### config.mk
export PLATFORM = sky130hd
export DESIGN_NAME = init_sweep
export DESIGN_NICKNAME = d
export VERILOG_FILES = /design/src/rtl/mem_sys_pkg.sv /design/src/rtl/init_sweep.sv
export SDC_FILE = /design/constraint.sdc
export NUM_CORES = 1
export LEC_CHECK = 0
export BUFFER_PORTS_ARGS = -buffer_cell sky130_fd_sc_hd__buf_2
export CAP_MARGIN = 30
export CORE_AREA = 10 10 47 49
export DETAILED_ROUTE_END_ITERATION = 10
export DIE_AREA = 0 0 57 59
export PLACE_DENSITY = 0.63
export SETUP_SLACK_MARGIN = 0.5
export SLEW_MARGIN = 20
export SYNTH_ARGS = -nofsm -noshare
export SYNTH_HDL_FRONTEND = slang
export SYNTH_SLANG_ARGS = --single-unit
export TNS_END_PERCENT = 50
### constraint.sdc
create_clock -name clk -period 1.3 [get_ports clk]
set_input_delay 0.13 -clock clk [delete_from_list [all_inputs] [get_ports clk]]
set_output_delay 0.13 -clock clk [all_outputs]
set_load 0.05 [all_outputs]
### src/rtl/mem_sys_pkg.sv
// Shared widths and encodings for the data-cache memory system
// Holds the controller state and host opcode enums
package mem_sys_pkg;

	// Word side
	localparam int addr_w = 32;
	localparam int data_w = 32;

	// Cache geometry of 256 lines of 64 bytes
	localparam int line_w = 512;
	localparam int index_w = 8;
	localparam int offset_w = 6;
	localparam int tag_w = addr_w - index_w - offset_w;

	// Request to the host memory controller
	typedef enum logic [1:0] {
		op_none = 2'd0,
		op_read = 2'd1,
		op_write = 2'd2
	} host_op_t;

	// Cache controller states
	typedef enum logic [2:0] {
		st_init,
		st_idle,
		st_lookup,
		st_wb_req,
		st_wb_wait,
		st_fill_req,
		st_fill_wait,
		st_finish
	} ctrl_state_t;

endpackage

### src/rtl/init_sweep.sv
// Startup invalidation sweep
// Walks every cache index once after reset, then flags completion
`timescale 1ns/1ps

module init_sweep #(
	parameter int index_w = mem_sys_pkg::index_w
) (
	input logic clk,
	input logic reset,
	output logic [index_w-1:0] clear_index,
	output logic clear,
	output logic sweep_done
);

	logic [index_w-1:0] count;

	always_ff @(posedge clk) begin
		if (reset) begin
			count <= '0;
			sweep_done <= 1'b0;
		end else if (!sweep_done) begin
			count <= count + 1'b1;
			// Last line cleared this cycle
			if (&count) begin
				sweep_done <= 1'b1;
			end
		end
	end

	// One index cleared per cycle until the walk ends
	assign clear = ~sweep_done;
	assign clear_index = count;

endmodule

==> flow_summary.yaml <==
run_status:
  outcome: "finished clean"
grt:
  grt_max_degree: 10
  grt_overflow_total: 0
  grt_pass1_wl_mm: 1.75
  track_usage: 0.0684
  antenna_found_initial: 0
  first_global_vias: 386
setup_path:
  timing.rr.start: "clear_index[0]$_SDFFE_PP0N_"
  cp-startpoint: "clear_index[0]$_SDFFE_PP0N_"
  reg2reg_slack_ps: 140
  cp.required_ps: 1490
  cp-end-kind: "register"
  worst-setup-path-type: "reg -> reg"
  cp-start-kind: "register"
  crit_fanout: 3
  arrival_ps: 1350
logic_synthesis:
  synth_nets: 45
  ys_seq_area_frac: 0.450
  synth_seq_cells: 9
  synthCells: 42
  ys_types: 22
  synth.avg_cell_area_um2: 9.53
  synth_area_um2: 400
  ys_warn_count: 0
clock_network:
  cts_sinks: 9
  clock_latency_ps: 260
  cts_buffers: 3
  cts_tree: "yes"
  cts-hold-fix-buffers: 0
  cts_max_path_buffers: 2
  htreeDepth: 1
  clk_pin_slew_ps: 60
  cts-root-buf: "clkbuf_4"
die:
  io_pins: 12
  dieArea_mm2: 0.00336
  rows: 14
  initial_core_util: 0.286
  core_mm2: 0.00140
  die_w_um: 57
  die_y_um: 59
timing:
  skew_ps: 2.49
  finalCriticalPeriod_ps: 1160
  slew_headroom: 0.832
  setup-tns-final_ps: 0
  period_share: 0.892
  drv_slew: 0
  finalHoldViolCount: 0
  tightestPinTransition_ps: 253
  finalSetupViolCount: 0
  max_freq_mhz: 862
  grt_setup_unrepaired: "true"
flow_run:
  cap_violations: 0
place:
  post-place-cells: 67
  dpl.hpwl_um: 638
  routabilityCongestion: 0.688
  placed_area_um2: 508
  portBuffers: 11
cells_and_area:
  drive_gt1_frac: 0.631
  n_fill_cell: 143
  syn_to_final_growth_pct: 67.2
  final_cell_mix: "buf_4 (10), dfxtp_4 (7), nor2_1 (6)"
  fin_area_um2: 669
  fin_nets: 69
  layoutNonFillerInstCount: 81
  num_antenna_cells: 0
  postLayoutCoreUtil: 0.478
  layout_commonest_cell: "buf_4"
route:
  drc: 0
  wl_per_cell_um: 12.4
  viasPerCell: 4.77
  drt_iter0_markers: 1
  first_pass_iters: 2
  wirelength_mm: 1.01
  vias: 386
  ant_nets: 0
pwr:
  p_seq_frac: 0.463
  total_power_w: 0.000620
  combPwrFrac: 0.178
  max-vdd-ir-drop_uv: 508
  clkPwrFrac: 0.359
  powerDensity_mw_per_mm2: 927
  switchingPower_w: 0.000173
  leakage_nw: 0.295
  intPower_w: 0.000448
  switching_share: 0.278
hold_path:
  hold_path_class: "in -> reg"
  worst_hold_startpoint: "reset"
worst paths after layout:
| check | depth (start not counted) | endpoint |
|---|---|---|
| worst max-delay path | 4 | clear_index[6]$_SDFFE_PP0N_ |
| worst min-delay path | 2 | clear_index[7]$_SDFFE_PP0N_ |
| worst max register to register | 4 | clear_index[6]$_SDFFE_PP0N_ |
| worst min register to register | 2 | clear_index[6]$_SDFFE_PP0N_ |
stage by stage:
| stage | hold slack (ps) | setup slack [ps] |
|---|---|---|
| floorplan | 403 | 43.3 |
| CTS | 125 | 142 |
| finish | 120 | 140 |
| global route | 147 | 99.3 |
| global placement | 409 | 155 |
| detailed placement | 414 | 119 |
sequential cells by signal, indices dropped and copies added (netlist names):
name and cells:
clear_index 8, sweep_done 1
cell families (layout without fill, tap and decap cells):
family	after synthesis	after routing	share of synthesized area
and+or+nand+nor	17	17	0.269
DFF	9	9	0.450
AOI/OAI and AO/OA	7	7	0.106
xor gates and xnor gates	4	4	0.0875
buffers and inverters	3	26	0.0312
adders and majority gates	1	1	0.0312
muxes	1	1	0.0250
cell type report:
cell class,instances,area [um2],area share
multi-input cells,30,231,0.346
flip-flops and latches,9,209,0.312
repair buffers,21,179,0.267
clock buffers,4,26.3,0.0393
well taps,16,20.0,0.0299
inverters,1,3.75,0.00561
what timing repair did:
action,CTS,global route
endpoints found under the hold margin,0,0
setup buffers,9,1
gates resized for setup,16,3
pin swaps,2,1
setup endpoints to repair,18,19
layer usage:
metal  GRT usage  part of all wire  vias up
met4      0.0604             0.025        0
li1            -                 -      194
met2       0.110              0.48       11
met1      0.0669              0.44      177
met3      0.0279             0.057        4
met5           0                 0        -
critical path: stages, from the launching register on:
cell     delay, ps
dfxtp_4        360
ha_4           140
nand2_2         50
or4_1          400
a21oi_1        140
synthesized netlist by cell type:
library cell,count,area share
xor2_1,3,0.066
buf_2,1,0.012
inv_1,1,0.0094
clkbuf_1,1,0.0094
nor2_1,6,0.056
mux2i_1,1,0.025
nand3_1,2,0.025
nand4b_4,1,0.059
a21oi_1,3,0.037
nand4_1,1,0.016
dfxtp_1,9,0.45
or4_1,1,0.019
o21ba_2,1,0.025
o31ai_1,1,0.019
nand2_2,1,0.016
or3_1,2,0.031
ha_1,1,0.031
xnor2_1,1,0.022
o21ai_0,2,0.025
nor2b_1,1,0.016
nand4b_1,1,0.022
nand2_1,1,0.0094
power groups by stage:
stage / clock [W] / sequential [W] / combinational [W]
after floorplan: 0 / 0.000326 / 0.0000225
after detailed placement: 0 / 0.000300 / 0.0000656
after global placement: 0 / 0.000299 / 0.0000646
final: 0.000223 / 0.000287 / 0.000110
after CTS: 0.000239 / 0.000287 / 0.000110
after global routing: 0.000239 / 0.000289 / 0.000122
No activity file was read; power rests on OpenSTA's default activity.
