<file path="src/rtl/mem_sys_pkg.sv">
// Shared widths and encodings for the data-cache memory system
// Holds the controller state and host opcode enums
package mem_sys_pkg;

	// Word side
	localparam int addr_w = 32;
	localparam int data_w = 32;

	// Cache geometry of 256 lines of 64 bytes
	localparam int line_w = 512;
	localparam int index_w = 8;
	localparam int offset_w = 6;
	localparam int tag_w = addr_w - index_w - offset_w;

	// Request to the host memory controller
	typedef enum logic [1:0] {
		op_none = 2'd0,
		op_read = 2'd1,
		op_write = 2'd2
	} host_op_t;

	// Cache controller states
	typedef enum logic [2:0] {
		st_init,
		st_idle,
		st_lookup,
		st_wb_req,
		st_wb_wait,
		st_fill_req,
		st_fill_wait,
		st_finish
	} ctrl_state_t;

endpackage

</file>
<file path="src/rtl/tag_store.sv">
// Tag store for the direct-mapped cache
// Valid, dirty and tag arrays with the hit compare on the current index
`timescale 1ns/1ps

module tag_store #(
	parameter int index_w = mem_sys_pkg::index_w,
	localparam int tag_w = mem_sys_pkg::addr_w - index_w - mem_sys_pkg::offset_w
) (
	input logic clk,
	input logic [index_w-1:0] index,
	input logic [tag_w-1:0] tag,
	input logic clear,
	input logic [index_w-1:0] clear_index,
	input logic word_wr,
	input logic fill,
	output logic hit,
	output logic dirty,
	output logic [tag_w-1:0] victim_tag
);

	localparam int lines = 1 << index_w;

	logic [lines-1:0] valid;
	logic [lines-1:0] dirty_bits;
	logic [tag_w-1:0] tag_mem [lines];

	// State bits are wiped by the startup sweep
	always_ff @(posedge clk) begin
		if (clear) begin
			valid[clear_index] <= 1'b0;
			dirty_bits[clear_index] <= 1'b0;
		end else if (fill) begin
			valid[index] <= 1'b1;
			dirty_bits[index] <= 1'b0;
		end else if (word_wr) begin
			dirty_bits[index] <= 1'b1;
		end
	end

	// New tag arrives with the line fill
	always_ff @(posedge clk) begin
		if (fill) begin
			tag_mem[index] <= tag;
		end
	end

	assign hit = valid[index] && (tag_mem[index] == tag);
	assign dirty = dirty_bits[index];
	assign victim_tag = tag_mem[index];

endmodule

</file>
<file path="config.mk">
export PLATFORM = sky130hd
export DESIGN_NAME = tag_store
export DESIGN_NICKNAME = d
export VERILOG_FILES = /design/src/rtl/mem_sys_pkg.sv /design/src/rtl/tag_store.sv
export SDC_FILE = /design/constraint.sdc
export NUM_CORES = 2
export LEC_CHECK = 0
export BUFFER_PORTS_ARGS = -buffer_cell sky130_fd_sc_hd__buf_2
export CORE_ASPECT_RATIO = 0.7
export CORE_UTILIZATION = 50
export CTS_BUF_LIST = sky130_fd_sc_hd__clkbuf_8
export DETAILED_ROUTE_END_ITERATION = 8
export PLACE_DENSITY = 0.68
export SYNTH_ARGS = -nofsm -noshare
export SYNTH_HDL_FRONTEND = slang
export SYNTH_MEMORY_MAX_BITS = 65536
export SYNTH_SLANG_ARGS = --single-unit
</file>
<file path="constraint.sdc">
create_clock -name clk -period 10.3 [get_ports clk]
set_input_delay 2.575 -clock clk [delete_from_list [all_inputs] [get_ports clk]]
set_output_delay 2.575 -clock clk [all_outputs]
set_load 0.02 [all_outputs]
</file>
==> results.ini <==
[setup_path]
cp_data_required_time_ns = 7.73
r2r_slack_ns = 9.31
crit_cells = 12
crit_chain = buf_6 > and3b_2 > a22oi_1 > a41oi_1 > buf_4 > a211oi_1 > o21a_1 > nor4_1 > nand4_1 > nor4_2 > buf_4 > buf_2
path_common_cell = buf_4
r2r_cells = 2
timing.rr.end = valid[140]
crit_slowest_cell = and3b_2
end_kind = output port
rr_startpoint = valid[140]
start_kind = primary input
crit_path_max_fanout = 47
cp.arrival_ns = 7.80
critPathKind = in2out
crit_family = simple AND/OR/NAND/NOR gates
cpPeakStageDelay_ns = 1.07
crit_buf_inv = 4

[synth]
ys_ff_latch = 5120
netlist_area_mm2 = 0.209
ys_warn_count = 0
synth.largest_area_cell = edfxtp_1
syn_area_per_cell_um2 = 18.3
yosys.area.top_type_share_pct = 73.5
syn_inst = 11411
synth-main-ff-cell = edfxtp_1
yosys.cell_types.count = 95
syn_nets = 11449
async_flop_share_pct = 0
synth-seq-area-share_pct = 73.5
synth.area.top_cells = edfxtp_1 (73%), mux4_2 (12%), mux2i_1 (2.6%), nor2_1 (2.0%), nand2_1 (1.3%)
synth_edf_count = 5120

[status]
violations = max-capacitance violations, max-slew violations, negative setup slack
status = complete, but fails checks

[finish]
final_common_cell = edfxtp_1
drive_above_1_share_pct = 22.4
final_cell_mix = edfxtp_1 (5120), mux4_2 (1081), nor2_1 (1080)
fin_util_pct = 55.7
nNetsFinal = 12157
area_growth_syn_to_layout_pct = 10.8

[detailed_routing]
wirelength_mm = 710
final_antenna_net_count = 0
vias = 126574
drt_iter0_markers = 24506
wl_per_cell_um = 39.1
via_per_inst = 6.96
first_pass_iters = 8
drc_errors = 0

[clocking]
h-tree-depth = 6
numCtsBuffers = 726
clk_path_buf_depth = 4
cts_tree = built
post_cts_resized = 2
cts_root_buffer = clkbuf_8
clk_pin_slew_ns = 0.07
postCtsSetupBuffers = 0
postCtsHoldBufs = 0
cts.sinks = 5120
clk_latency_ns = 1.17

[floorplanning]
die_area_mm2 = 0.421
num_io_pins = 58
die_height_um = 543
die_w_um = 775
core-area_mm2 = 0.416
rows = 198
initial_core_util_pct = 50.3

[power]
power.density_mw_per_mm2 = 178
p_leak_nw = 75.8
ir_drop_uv = 176

[placement]
hpwlAfterDp_mm = 459
gp_congestion = 1.00
port_buffers = 57

[min_path]
hold_class = reg2reg
hold_depth = 2

[sta]
fin_ws_ns = -0.0723
post-route-min-period_ns = 10.37
fmax_ghz = 0.0964
worst_slew_pin_slew_ns = 1.50
grt_setup_unrepaired = false
slew_violations = 1
hold_violations = 0
clock_skew_ns = 0
relSlewSlack_pct = -0.763
finalSetupViolations = 2
min_period_over_period_pct = 101
fin_setup_tns_ns = -0.0993

[global_route]
grt_use_total_pct = 33.0
grt_max_degree = 276
overflow = 0
antenna_found_initial = 74
grt_pass1_wl_mm = 962
grt_pass1_vias = 119205

[flow_run]
maxCapViolations = 1

==> final cells by class <==
cell class | instances | area, um2
fillers | 31053 | 184000
repair buffers | 755 | 6700
multi-input cells | 5505 | 51700
inverters | 11 | 58.8
clock buffers | 736 | 10100
clock inverters | 536 | 2570
well taps | 5500 | 6880
flip-flops and latches | 5120 | 154000
diodes | 31 | 77.6
==> cells by family (layout without fill, tap and decap cells) <==
logic type,count (synthesis),in the layout,synth area share [%]
AND/OR/NAND/NOR,2487,2487,5.30
other,0,31,0
AO/OA/AOI/OAI,1347,1347,4.67
multiplexers,1661,1661,14.5
XOR/XNOR,10,10,0.0419
flip-flops,5120,5120,73.5
buffers and inverters,786,2038,1.98
==> metrics by stage <==
step / hold slack (ns) / power, mW / instance area (um2) / setup WS [ns] / cells
after floorplan: 0.546 / 25.3 / 209000 / 2.04 / 11411
after global placement: 0.572 / 26.7 / 219000 / -0.224 / 16890
after detailed placement: 0.579 / 26.8 / 219000 / -0.0604 / 16890
after CTS: 0.597 / 41.1 / 232000 / 0.120 / 18162
after global routing: 0.617 / 42.2 / 232000 / 0.0118 / 18167
final: 0.594 / 41.3 / 232000 / -0.0723 / 18194
==> registers in the layout (all words and copies together), names as in the netlist, named ones only <==
| name | count |
|---|---|
| tag_mem | 4608 |
| valid | 256 |
==> power breakdown <==
group	total [mW]	internal (mW)	switching (mW)
Clock	14.7	6.85	7.90
Sequential	23.4	23.2	0.151
Combinational	3.17	1.00	2.17
Total	41.3	31.1	10.2
==> worst min-delay path, cell delays in order (launching register included) <==
cell	delay, ns
edfxtp_1	0.34
o211ai_1	0.08
o31ai_1	0.06
==> how the worst max path moves through the flow <==
stage | from | end | slack (ns)
CTS | index[0] | hit | 0.12
global route | index[0] | hit | 0.01
detailed placement | index[0] | hit | -0.06
global placement | index[0] | hit | -0.22
floorplan | index[0] | hit | 2.04
finish | index[2] | hit | -0.07
==> Yosys cell counts, types with 51 or more instances <==
| library cell | count |
|---|---|
| edfxtp_1 | 5120 |
| nor2_1 | 1098 |
| mux4_2 | 1081 |
| nand2_1 | 720 |
| mux2i_1 | 535 |
| clkbuf_1 | 374 |
| a21oi_1 | 373 |
| a22oi_1 | 278 |
| a32o_1 | 248 |
| buf_2 | 188 |
| and3_1 | 160 |
| and2_1 | 131 |
| nand3_1 | 124 |
| buf_4 | 118 |
| o22ai_1 | 101 |
| o21ai_0 | 62 |
| buf_6 | 57 |
| nand4_1 | 51 |
==> routing by layer <==
| metal | track usage [%] | wire (um) |
|---|---|---|
| met2 | 45.7 | 296000 |
| met1 | 46.1 | 253000 |
| met5 | 0.811 | 759 |
| met3 | 13.6 | 124000 |
| met4 | 14.2 | 36100 |
No activity file was read; power rests on OpenSTA's default activity.
